`src/sram_ctrl_pkg.sv`:
```
package sram_ctrl_pkg;

  // request opcode as it sits in the queue
  // op_write matches write_enable high on the caller side
  typedef enum logic {
    op_read  = 1'b0,
    op_write = 1'b1
  } sram_op_e;

  // access FSM
  // st_idle waits for a queued request, the other two states
  // each last one clock and always fall back to st_idle
  typedef enum logic [1:0] {
    st_idle    = 2'd0,
    st_reading = 2'd1,
    st_writing = 2'd2
  } ctrl_state_e;

endpackage

```
`src/sram_bus_pkg.sv`:
```
package sram_bus_pkg;

  // geometry of the external asynchronous SRAM chip
  // a 1M x 16 part, addressed by word
  parameter int default_addr_bits = 20;

  // one word per access, no byte lanes
  parameter int default_data_bits = 16;

  // pending request slots in front of the controller
  // must stay a power of two, 2 or more
  parameter int default_queue_depth = 4;

  // chip timing, in ns
  // read data output delay after oe_n falls, and the time the chip
  // needs to float the bus after oe_n rises.
  // it has to stay at or under half a clock so the bus is free
  // before the controller drives write data again
  parameter int t_output_ns = 4;

endpackage
```
`src/sram_req_if.sv`:
```
// head of the request queue as seen by the SRAM controller
interface sram_req_if #(
  parameter int addr_bits = sram_bus_pkg::default_addr_bits,
  parameter int data_bits = sram_bus_pkg::default_data_bits
);

  // level, head entry holds a valid request
  logic pending;
  // head entry payload, stable while pending is high
  sram_ctrl_pkg::sram_op_e op;
  logic [addr_bits-1:0] addr;
  logic [data_bits-1:0] data;
  // one-cycle pulse from the controller, pops the head
  logic take;

  modport queue_side (
    output pending,
    output op,
    output addr,
    output data,
    input  take
  );

  modport ctrl_side (
    input  pending,
    input  op,
    input  addr,
    input  data,
    output take
  );

endinterface

```
`src/sram_req_queue.sv`:
```
module sram_req_queue #(
  parameter int addr_bits   = sram_bus_pkg::default_addr_bits,
  parameter int data_bits   = sram_bus_pkg::default_data_bits,
  parameter int queue_depth = sram_bus_pkg::default_queue_depth
) (
  input  logic                 clk,
  input  logic                 reset,
  // caller side, a request is taken when req and ready are both high
  input  logic                 req,
  input  logic                 write_enable,
  input  logic [addr_bits-1:0] addr,
  input  logic [data_bits-1:0] write_data,
  output logic                 ready,
  // controller side
  sram_req_if.queue_side       q
);

  // depth is a power of two, so the pointers wrap on their own
  localparam int ptr_bits = $clog2(queue_depth);
  // count has to reach queue_depth itself
  localparam int cnt_bits = $clog2(queue_depth + 1);

  // entry storage
  sram_ctrl_pkg::sram_op_e op_mem   [queue_depth];
  logic [addr_bits-1:0]    addr_mem [queue_depth];
  logic [data_bits-1:0]    data_mem [queue_depth];

  logic [ptr_bits-1:0] wr_ptr;
  logic [ptr_bits-1:0] rd_ptr;
  logic [cnt_bits-1:0] count;

  logic push;
  logic pop;

  // full only when every slot is taken
  // a pop in the same cycle does not open a slot early
  assign ready = (count != cnt_bits'(queue_depth));

  assign push = req && ready;
  assign pop  = q.take;

  // write side, payload only
  always_ff @(posedge clk) begin
    if (push) begin
      op_mem[wr_ptr]   <= write_enable ? sram_ctrl_pkg::op_write
                                       : sram_ctrl_pkg::op_read;
      addr_mem[wr_ptr] <= addr;
      data_mem[wr_ptr] <= write_data;
    end
  end

  // pointers and occupancy
  always_ff @(posedge clk or posedge reset) begin
    if (reset) begin
      wr_ptr <= '0;
      rd_ptr <= '0;
      count  <= '0;
    end else begin
      if (push) begin
        wr_ptr <= wr_ptr + 1'b1;
      end
      if (pop) begin
        rd_ptr <= rd_ptr + 1'b1;
      end
      // push and pop together leave the count alone
      case ({push, pop})
        2'b10:   count <= count + 1'b1;
        2'b01:   count <= count - 1'b1;
        default: count <= count;
      endcase
    end
  end

  // head entry goes straight out, the controller samples it at take
  // pending rises the cycle after the accepting edge
  assign q.pending = (count != '0);
  assign q.op      = op_mem[rd_ptr];
  assign q.addr    = addr_mem[rd_ptr];
  assign q.data    = data_mem[rd_ptr];

  // the controller may only pop an entry that is there
  take_needs_pending: assert property (
    @(posedge clk) disable iff (reset)
    q.take |-> q.pending
  ) else $error("sram_req_queue: take while the queue is empty");

  // occupancy never runs past the buffer size
  count_in_range: assert property (
    @(posedge clk) disable iff (reset)
    count <= cnt_bits'(queue_depth)
  ) else $error("sram_req_queue: count %0d over depth", count);

endmodule

```
`src/flat_wrapper.sv`:
```
// flat-port wrapper written by rule: the top's interface ports become plain ports
module sram_req_queue_flat 
#(
  parameter int addr_bits   = sram_bus_pkg::default_addr_bits,
  parameter int data_bits   = sram_bus_pkg::default_data_bits,
  parameter int queue_depth = sram_bus_pkg::default_queue_depth
)
  (clk, reset, req, write_enable, addr, write_data, ready, q_pending, q_op, q_addr, q_data, q_take);
  sram_req_if #(.addr_bits(addr_bits), .data_bits(data_bits)) q_i ();
  input  logic clk;
  input  logic reset;
  input  logic req;
  input  logic write_enable;
  input  logic [addr_bits-1:0] addr;
  input  logic [data_bits-1:0] write_data;
  output logic ready;
  output wire logic [$bits(q_i.pending)-1:0] q_pending;
  output wire logic [$bits(q_i.op)-1:0] q_op;
  output wire logic [$bits(q_i.addr)-1:0] q_addr;
  output wire logic [$bits(q_i.data)-1:0] q_data;
  input wire logic [$bits(q_i.take)-1:0] q_take;
  assign q_pending = q_i.pending;
  assign q_op = q_i.op;
  assign q_addr = q_i.addr;
  assign q_data = q_i.data;
  assign q_i.take = q_take;
  sram_req_queue #(.addr_bits(addr_bits), .data_bits(data_bits), .queue_depth(queue_depth)) u_core (.clk(clk), .reset(reset), .req(req), .write_enable(write_enable), .addr(addr), .write_data(write_data), .ready(ready), .q(q_i));
endmodule
```
`config.mk`:
```
export PLATFORM = sky130hd
export DESIGN_NAME = sram_req_queue_flat
export DESIGN_NICKNAME = d
export VERILOG_FILES = /design/src/sram_ctrl_pkg.sv /design/src/sram_bus_pkg.sv /design/src/sram_req_if.sv /design/src/sram_req_queue.sv /design/src/flat_wrapper.sv
export SDC_FILE = /design/constraint.sdc
export NUM_CORES = 1
export LEC_CHECK = 0
export BUFFER_PORTS_ARGS = -buffer_cell sky130_fd_sc_hd__buf_2
export CAP_MARGIN = 20
export CORE_MARGIN = 2
export CORE_UTILIZATION = 34
export DETAILED_ROUTE_END_ITERATION = 8
export PLACE_DENSITY = 0.56
export SYNTH_ARGS = -nofsm -noshare
export SYNTH_HDL_FRONTEND = slang
export SYNTH_SLANG_ARGS = --single-unit
```
`constraint.sdc`:
```
create_clock -name clk -period 2.1 [get_ports clk]
set_clock_uncertainty 0.15 [all_clocks]
set_input_delay 0.42 -clock clk [delete_from_list [all_inputs] [get_ports clk]]
set_output_delay 0.42 -clock clk [all_outputs]
set_load 0.02 [all_outputs]
```
==> results of run 1 <==
## flip-flops by register name (all words and copies together), names as in the netlist
| register | count |
|---|---|
| u_core.data_mem | 64 |
| u_core.count | 3 |
| u_core.wr_ptr | 2 |
| u_core.addr_mem | 80 |
| u_core.op_mem | 4 |
| u_core.rd_ptr | 2 |
## per-layer routing
layer  track usage, %  share of wire [%]
met1             14.3                 42
met4             5.85                2.0
met3             4.23                4.8
met5                0                  0
met2             20.8                 52
## area by class of cell
cell class                 instances  area, um2  share of cell area, %
antenna                            2       5.00                 0.0689
clock buffer                      21        440                   6.07
clock inverter                    11        150                   2.07
inverter                           4       15.0                  0.207
multi-input combinational         60       1080                   14.8
sequential                       155       4620                   63.7
tap                              220        275                   3.79
timing repair buffer              99        674                   9.29
## worst max-delay path by stage
stage	from	cells after the start	endpoint	slack [ns]
2_1_floorplan	u_core.count[0]$_DFFE_PP0P_	6	u_core.count[1]$_DFFE_PP0P_	-0.04
3_3_place_gp	u_core.count[1]$_DFFE_PP0P_	6	u_core.count[1]$_DFFE_PP0P_	0.06
3_5_place_dp	u_core.count[0]$_DFFE_PP0P_	6	u_core.count[1]$_DFFE_PP0P_	0.01
4_1_cts	u_core.rd_ptr[0]$_DFFE_PP0P_	3	q_data[8]	-0.32
5_1_grt	u_core.rd_ptr[0]$_DFFE_PP0P_	3	q_data[5]	-0.33
6_report	u_core.rd_ptr[0]$_DFFE_PP0P_	3	q_data[5]	-0.27
## power by group through the flow
stage / combinational, mW / sequential, mW / clock [mW]
5_1_grt: 3.93 / 4.34 / 3.22
6_report: 3.65 / 4.28 / 3.03
4_1_cts: 3.61 / 4.29 / 3.11
3_5_place_dp: 3.54 / 4.35 / 0
2_1_floorplan: 2.31 / 4.27 / 0
3_3_place_gp: 3.53 / 4.31 / 0
## cell usage after synthesis
cell / n
inv_1: 4
mux4_2: 37
clkbuf_1: 1
fa_1: 1
ha_1: 5
xor2_1: 2
nand2_1: 1
and2_4: 1
xnor2_1: 4
edfxtp_1: 148
buf_4: 2
mux2_2: 1
mux2_4: 1
buf_2: 5
or3_2: 1
and3_2: 4
or3b_4: 1
nor2_1: 1
dfrtp_1: 7
## what timing repair did
action / CTS / global route
pin swaps: 1 / 1
endpoints found under the setup margin: 38 / 41
cloned: 0 / 0
setup buffers: 0 / 3
resized for setup: 8 / 13
hold buffers: 1 / 0
endpoints found under the hold margin: 7 / 0
## cell families (layout without fill, tap and decap cells)
family | after synthesis | after routing
xor gates and xnor gates | 6 | 6
and+or+nand+nor | 9 | 9
adders and majority gates | 6 | 6
DFF | 155 | 155
other | 0 | 2
muxes | 39 | 39
buffers and inverters | 12 | 135
## through the flow
| step | utilization (%) | area [um2] | hold slack, ns | instances |
|---|---|---|---|---|
| after floorplan | - | 5750 | 0.0734 | 227 |
| after global placement | 39.7 | 6570 | 0.219 | 534 |
| after detailed placement | 39.7 | 6570 | 0.231 | 534 |
| after CTS | 43.5 | 7190 | 0.0452 | 567 |
| after global routing | 43.9 | 7260 | 0.0582 | 570 |
| final | 43.9 | 7260 | 0.0696 | 572 |
==> run_results.csv, run 1 <==
group,metric,value,unit
worst_hold_path,hold_path_end,"u_core.addr_mem[2][0]$_DFFE_PP_",
setup_path,crit_family,"multiplexers",
power,seqPwrFrac,39.0,%
routing,num_vias,2644,
yosys,synth-simple-area-share,1.13,%
power,internal-power,7.75,mW
setup_path,cpPeakStageDelay,0.54,ns
routing,drtIter0Drc,152,
setup_path,cp_slowest_cell,"mux4_2",
floorplan,dieArea,17900,um2
setup_path,worstReg2RegEnd,"u_core.count[1]$_DFFE_PP0P_",
yosys,synth_xor_area_share,0.916,%
yosys,ys_warn_count,0,
setup_path,worstPathArrival,1.80,ns
worst_hold_path,hold_depth,1,
layout,fillers,1430,
timing,fmaxAchievable,0.422,GHz
clocking,path_clk_slew,0.05,ns
timing,setup_violations,37,
yosys,yosys.area.top_type,"edfxtp_1",
timing,rsz0062_at_grt,"yes",
yosys,netlist-cell-type-count,19,
routing,viasPerCell,4.62,
setup_path,critPathMaxFanout,17,
routing,drc,0,
job,max_cap_violations,0,
yosys,syn_avg_cell_area,25.3,um2
timing,finalCriticalPeriod,2.37,ns
timing,post-route-period-util,113,%
power,ir_drop,718,uV
yosys,syn-instance-count,227,
power,switchingPower,3.21,mW
yosys,synth_top_area_share,77.5,%
setup_path,critPathCaptureType,"output pin",
power,pwr-share-clk,27.7,%
timing,slew_violations,0,
outcome,status,"complete, but fails checks",
grt,grt_max_degree,28,
yosys,synth_nets,274,
floorplan,fp.coreArea,16500,um2
layout,layout-drive-gt1-share,49.1,%
placed_design,gp_congestion,0.710,
yosys,synth_compound_area_share,0,%
placed_design,io_buffers,79,
timing,finalSetupTns,-7.97,ns
floorplan,initial_core_util,34.7,%
layout,final_cell_mix,"148 x edfxtp_1, 70 x buf_2, 37 x mux4_2, 17 x clkbuf_16, 12 x buf_4",
clocking,cts_max_level,4,
grt,grt_pass1_wl,16000,um
power,power.share.switching,29.3,%
yosys,syn_area,5740,um2
routing,routed_wl,10300,um
timing,hold_viol_final,0,
clocking,clock_path_buffers,2,
floorplan,ios,80,
power,powerDensity,1510,nW/um2
yosys,synth_area_leaders,"edfxtp_1 77%, mux4_2 15%, dfrtp_1 3.1%",
setup_path,path_cells,"buf_12, mux4_2, buf_2",
routing,drt-wirelength-per-cell,18.0,um
yosys,synth.area.mux_share,15.0,%
routing,first_pass_iters,4,
clocking,cts_buffers,17,
worst_hold_path,hp-start,"addr[0]",
layout,area_delta_synth_final,26.5,%
grt,gr-total-overflow,0,
setup_path,required,1.53,ns
timing,tightest_slew,0.404,ns
setup_path,critPathBufInv,2,
clocking,insertion_delay,0.41,ns
grt,grt_usage,12.4,%
worst_hold_path,hold_path_class,"input port to register",
setup_path,r2r_slack,0.04,ns
power,totalPowerFinal,11.0,mW
clocking,cts_tree,"done",
floorplan,die-height,134,um
power,combPwrFrac,33.3,%
clocking,root_buffer,"clkbuf_16",
yosys,synth_seq_cells,155,
timing,setup_slack,-0.270,ns
grt,antenna_found_initial,1,
placed_design,pre_cts_ws,0.0145,ns
outcome,violations,"setup timing",
setup_path,crit_type,"register to output pin",
grt,grt_pass1_vias,2929,
routing,antenna_left,0,
floorplan,die_w,134,um
power,p_leak,2.55,nW
layout,nets,384,
setup_path,start_kind,"register",
placed_design,dp_hpwl,6300,um
timing,slew_headroom,73.1,%
setup_path,reg2reg_from,"u_core.count[0]$_DFFE_PP0P_",
yosys,synth_top_family_by_area,"multiplexers",
setup_path,r2r_cells,6,
yosys,synthAdderAreaFrac,1.44,%
clocking,cts_sinks,155,
layout,layout_commonest_cell,"edfxtp_1",
yosys,ys_seq_area_share,80.5,%
floorplan,rows,47,
No activity file was read; power rests on OpenSTA's default activity.
==> run 2, diff against run 1 <==
PLACE_DENSITY = 0.62   (was 0.56)
SETUP_SLACK_MARGIN = 0.2   (was unset)
==> run 2 against run 1 <==
The flow still finishes with violations (setup timing). Final cell count increased by 1.7%. Sequential share of layout area is 3.4 points lower. Largest power group is now combinational logic. Register-to-register slack got worse by 0.06 ns. Routed wire length grew 11%. Critical path depth grew 1. Critical endpoint is now q_data[9]. Worst hold slack improved by 0.0013 ns. Combinational power up 28%.
==> run_results.csv, run 2 (synthesis results as in run 1) <==
group,metric,value,unit
power,combPwrFrac,39.7,%
timing,whs,0.0710,ns
timing,slew_headroom,78.7,%
layout,antennaDiodeCount,0,
clocking,cts_tree,"done",
layout,final_cell_mix,"148 x edfxtp_1, 47 x buf_2, 40 x buf_6, 37 x mux4_2, 20 x clkbuf_16",
clocking,cts_sinks,155,
layout,regMostFlops,"u_core.addr_mem",
grt,grt_max_degree,38,
layout,final_util,46.5,%
timing,rsz0062_at_grt,"yes",
outcome,violations,"setup timing",
floorplan,initial_core_util,34.7,%
layout,layout-drive-gt1-share,52.8,%
setup_path,critPathCaptureType,"output pin",
power,switchingPower,3.53,mW
floorplan,fp.coreArea,16500,um2
routing,first_pass_iters,4,
grt,grt_pass1_wl,16500,um
floorplan,die-height,134,um
clocking,insertion_delay,0.42,ns
floorplan,rows,47,
clocking,clock_path_buffers,2,
floorplan,ios,80,
floorplan,die_w,134,um
grt,grt_usage,12.8,%
layout,largest_reg_flops,80,
placed_design,io_buffers,79,
clocking,cts_max_level,4,
power,internal-power,8.20,mW
setup_path,crit_type,"register to output pin",
setup_path,worstPathArrival,1.85,ns
routing,viasPerCell,4.72,
clocking,root_buffer,"clkbuf_16",
power,p_leak,2.69,nW
outcome,status,"complete, but fails checks",
setup_path,required,1.53,ns
grt,grt_pass1_vias,2984,
timing,finalCriticalPeriod,2.42,ns
layout,top_regs,"u_core.addr_mem (80), u_core.data_mem (64), u_core.op_mem (4)",
timing,setup_slack,-0.318,ns
floorplan,dieArea,17900,um2
power,seqPwrFrac,36.9,%
grt,gr-total-overflow,0,
routing,antenna_left,0,
placed_design,gp_congestion,0.691,
timing,tightest_slew,0.320,ns
timing,slew_violations,0,
job,max_cap_violations,0,
power,powerDensity,1530,nW/um2
setup_path,critPathMaxFanout,7,
grt,antenna_found_initial,0,
clocking,cts_buffers,17,
power,power.share.switching,30.1,%
timing,setup_violations,38,
setup_path,r2r_cells,6,
worst_hold_path,hold_path_class,"input port to register",
power,pwr-share-clk,23.4,%
timing,post-route-period-util,115,%
setup_path,start_kind,"register",
timing,finalSetupTns,-10.59,ns
power,totalPowerFinal,11.7,mW
routing,routed_wl,11400,um
layout,layout_commonest_cell,"edfxtp_1",
routing,num_vias,2746,
placed_design,dp_hpwl,6390,um
routing,drtIter0Drc,153,
routing,drc,0,
routing,drt-wirelength-per-cell,19.6,um
timing,hold_viol_final,0,
clocking,path_clk_slew,0.06,ns
layout,area_delta_synth_final,33.8,%
layout,nets,397,
worst_hold_path,hold_depth,1,
placed_design,pre_cts_ws,0.00297,ns
timing,fmaxAchievable,0.414,GHz
power,ir_drop,682,uV
run 2: changes by cell type in the layout (fill, tap and decap cells not counted), sizes merged:
cell / previous run / this run
buf: 98 / 108
bufinv: 4 / 1
diode: 2 / 0
clkinv: 7 / 5
clkinvlp: 0 / 4
clkbuf: 21 / 22
inv: 4 / 6
run 2: power by group through the flow:
stage               combinational [mW]  clock, mW  sequential (mW)
CTS                               4.49       2.81             4.34
global placement                  3.46          0             4.36
global route                      4.94       2.93             4.38
finish                            4.66       2.75             4.33
floorplan                         2.32          0             4.27
detailed placement                3.49          0             4.41
run 2: worst paths after layout:
| kind | slack, ns | startpoint | endpoint |
|---|---|---|---|
| max in group asynchronous | 1.18 | reset | u_core.rd_ptr[0]$_DFFE_PP0P_ |
| worst min register to register | 0.42 | u_core.count[2]$_DFFE_PP0P_ | u_core.count[2]$_DFFE_PP0P_ |
| worst min-delay path | 0.07 | write_data[9] | u_core.data_mem[1][9]$_DFFE_PP_ |
| min in group asynchronous | 0.34 | reset | u_core.count[2]$_DFFE_PP0P_ |
| worst max-delay path | -0.32 | u_core.rd_ptr[0]$_DFFE_PP0P_ | q_data[9] |
| worst max register to register | -0.02 | u_core.count[0]$_DFFE_PP0P_ | u_core.count[1]$_DFFE_PP0P_ |
run 2: per-stage QoR:
step                      instances  area [um2]
after floorplan                 227        5750
after global placement          532        6560
after detailed placement        532        6560
after CTS                       575        7510
after global routing            582        7680
final                           582        7680
run 2: cell type report:
| type | count | area (um2) |
|---|---|---|
| clock buffer | 19 | 433 |
| clock inverter | 12 | 100 |
| timing repair buffer | 112 | 1120 |
| tap | 220 | 275 |
| fill | 1401 | 8850 |
| multi-input combinational | 60 | 1110 |
| inverter | 4 | 15.0 |
| sequential | 155 | 4620 |
run 2: worst max-delay path: stages, from the launching register on:
cell,delay [ns]
dfrtp_4,0.50
buf_6,0.13
buf_12,0.12
mux4_2,0.52
buf_6,0.15
run 2: timing repair:
action | 4_1_cts | 5_1_grt
pin swaps | 6 | 3
gates cloned | 2 | 5
endpoints found under the hold margin | 7 | 0
endpoints found under the setup margin | 41 | 161
resized for setup | 80 | 12
setup buffers | 9 | 2
hold buffers | 1 | 0
run 2: layer usage:
layer / up-vias / GRT usage [%] / routed length, um
li1: 1208 / - / -
met1: 1463 / 15.6 / 4870
met2: 60 / 21.1 / 5930
met3: 15 / 3.93 / 431
met4: 0 / 5.50 / 174
met5: - / 0 / 0
==> run 3, diff against run 2 <==
GPL_TIMING_DRIVEN = 0   (was unset)
==> run 3 against run 2 <==
Sequential cell count stayed put. Count of clock-buffer cells in the layout stayed put. The run still ends with setup timing left. Sequential share of layout area is 0.31 points higher. Largest power group unchanged. Power is 1.7% higher. Global-route usage is 0.45 points lower. First-iteration DRC count is 23% lower. Sequential power is 2% lower.
==> run_results.csv, run 3 (synthesis results as in run 1) <==
group,metric,value,unit
outcome,status,"complete, but fails checks",
outcome,violations,"setup timing",
setup_path,cpPeakStageDelay,0.53,ns
routing,drt-wirelength-per-cell,18.3,um
timing,slew_headroom,60.1,%
timing,setup_slack,-0.267,ns
setup_path,reg2reg_from,"u_core.count[1]$_DFFE_PP0P_",
clocking,cts_sinks,155,
layout,final_cell_mix,"148 x edfxtp_1, 45 x buf_6, 40 x buf_2, 37 x mux4_2, 19 x clkbuf_16",
setup_path,worstReg2RegEnd,"u_core.count[1]$_DFFE_PP0P_",
floorplan,dieArea,17900,um2
layout,regMostFlops,"u_core.addr_mem",
timing,rsz0062_at_grt,"yes",
floorplan,die_w,134,um
setup_path,critPathBufInv,3,
power,switchingPower,3.46,mW
setup_path,required,1.53,ns
floorplan,die-height,134,um
timing,fmaxAchievable,0.422,GHz
clocking,root_buffer,"clkbuf_16",
power,ir_drop,795,uV
layout,layout-drive-gt1-share,51.7,%
placed_design,gp_congestion,0.705,
timing,hold_viol_final,0,
timing,tightest_slew,0.598,ns
layout,nets,396,
routing,viasPerCell,4.56,
floorplan,rows,47,
routing,routed_wl,10600,um
power,pwr-share-clk,24.5,%
setup_path,critPathCaptureType,"output pin",
layout,fillers,1400,
routing,first_pass_iters,4,
grt,grt_usage,12.3,%
layout,largest_reg_flops,80,
clocking,cts_tree,"done",
placed_design,dpl.cell_count,526,
clocking,insertion_delay,0.42,ns
clocking,clock_path_buffers,2,
placed_design,pre_cts_ws,-0.102,ns
grt,grt_pass1_wl,15600,um
grt,antenna_found_initial,0,
routing,drtIter0Drc,118,
setup_path,path_cells,"buf_12, buf_12, mux4_2, buf_6",
setup_path,worstPathArrival,1.80,ns
setup_path,r2r_slack,-0.08,ns
setup_path,r2r_cells,6,
layout,instances_no_fill,580,
power,combPwrFrac,39.7,%
grt,gr-total-overflow,0,
placed_design,placed_area,6420,um2
clocking,path_clk_slew,0.06,ns
layout,antennaDiodeCount,0,
timing,finalCriticalPeriod,2.37,ns
floorplan,ios,80,
timing,setup_violations,39,
power,p_leak,2.69,nW
setup_path,critPathMaxFanout,6,
placed_design,dp_hpwl,5820,um
setup_path,crit_top_cell,"buf_12",
placed_design,io_buffers,79,
grt,grt_max_degree,38,
worst_hold_path,hold_depth,1,
grt,grt_pass1_vias,2860,
timing,post-route-period-util,113,%
layout,top_regs,"u_core.addr_mem (80), u_core.data_mem (64), u_core.op_mem (4)",
power,power.share.switching,29.0,%
routing,num_vias,2642,
job,max_cap_violations,0,
setup_path,start_kind,"register",
worst_hold_path,hold_path_end,"u_core.data_mem[3][3]$_DFFE_PP_",
layout,area_delta_synth_final,33.0,%
setup_path,cp_slowest_cell,"mux4_2",
clocking,cts_buffers,17,
worst_hold_path,hold_path_class,"input port to register",
setup_path,crit_family,"multiplexers",
floorplan,fp.coreArea,16500,um2
floorplan,initial_core_util,34.7,%
routing,drc,0,
clocking,cts_max_level,4,
routing,antenna_left,0,
power,powerDensity,1560,nW/um2
layout,layout_commonest_cell,"edfxtp_1",
layout,final_cell_area,7630,um2
power,internal-power,8.46,mW
setup_path,crit_type,"register to output pin",
timing,slew_violations,0,
worst_hold_path,hp-start,"write_data[3]",
power,seqPwrFrac,35.8,%
run 3: worst max-delay path by stage:
stage	startpoint	to	slack, ns	cells past startpoint
floorplan	u_core.count[0]$_DFFE_PP0P_	u_core.count[1]$_DFFE_PP0P_	-0.04	6
global placement	u_core.rd_ptr[0]$_DFFE_PP0P_	q_addr[6]	-0.06	4
detailed placement	u_core.count[0]$_DFFE_PP0P_	u_core.count[1]$_DFFE_PP0P_	-0.10	6
CTS	u_core.rd_ptr[0]$_DFFE_PP0P_	q_addr[8]	-0.31	4
global route	u_core.rd_ptr[0]$_DFFE_PP0P_	q_addr[8]	-0.33	4
finish	u_core.rd_ptr[0]$_DFFE_PP0P_	q_data[15]	-0.27	4
run 3: metrics by stage:
stage	power [mW]	TNS [ns]	utilization [%]	hold slack, ns
3_5_place_dp	7.66	-6.24	38.9	0.217
6_report	11.9	-8.74	46.2	0.0600
2_1_floorplan	6.59	-0.0391	-	0.0734
4_1_cts	11.5	-10.04	44.8	0.0358
5_1_grt	12.5	-11.60	46.2	0.0373
3_3_place_gp	7.59	-5.29	38.9	0.210
run 3: power by group through the flow:
stage	Clock, mW	Sequential (mW)	Combinational (mW)
floorplan	0	4.27	2.32
global placement	0	4.31	3.28
detailed placement	0	4.35	3.32
CTS	2.98	4.27	4.26
global route	3.10	4.31	5.05
finish	2.92	4.26	4.74
run 3: layout make-up:
class / instances / area (um2) / area share (%)
Clock buffer: 19 / 433 / 5.67
Clock inverter: 11 / 129 / 1.69
Multi-Input combinational cell: 61 / 1120 / 14.6
Inverter: 4 / 17.5 / 0.230
Sequential cell: 155 / 4620 / 60.6
Buffer: 8 / 108 / 1.41
Tap cell: 220 / 275 / 3.61
Timing Repair Buffer: 102 / 932 / 12.2
run 3: layer usage:
layer | vias up | part of all wire, % | GRT usage (%)
met4 | 0 | 2.2 | 6.15
met3 | 23 | 5.2 | 5.03
met2 | 65 | 50 | 19.7
met1 | 1348 | 43 | 14.4
met5 | - | 0 | 0
li1 | 1206 | - | -
run 3: worst reg2reg max path, stage by stage (launching register included):
cell and delay (ns):
dfrtp_1 0.40, or3b_4 0.46, and2_4 0.17, inv_4 0.05, ha_4 0.12, fa_2 0.42
mux2_4 0.28
run 3: repair_timing:
item | 4_1_cts | 5_1_grt
cloned | 1 | 3
hold buffers | 1 | 0
resized for setup | 72 | 45
pin swaps | 8 | 6
endpoints found under the setup margin | 189 | 68
endpoints found under the hold margin | 7 | 0
setup buffers | 15 | 4
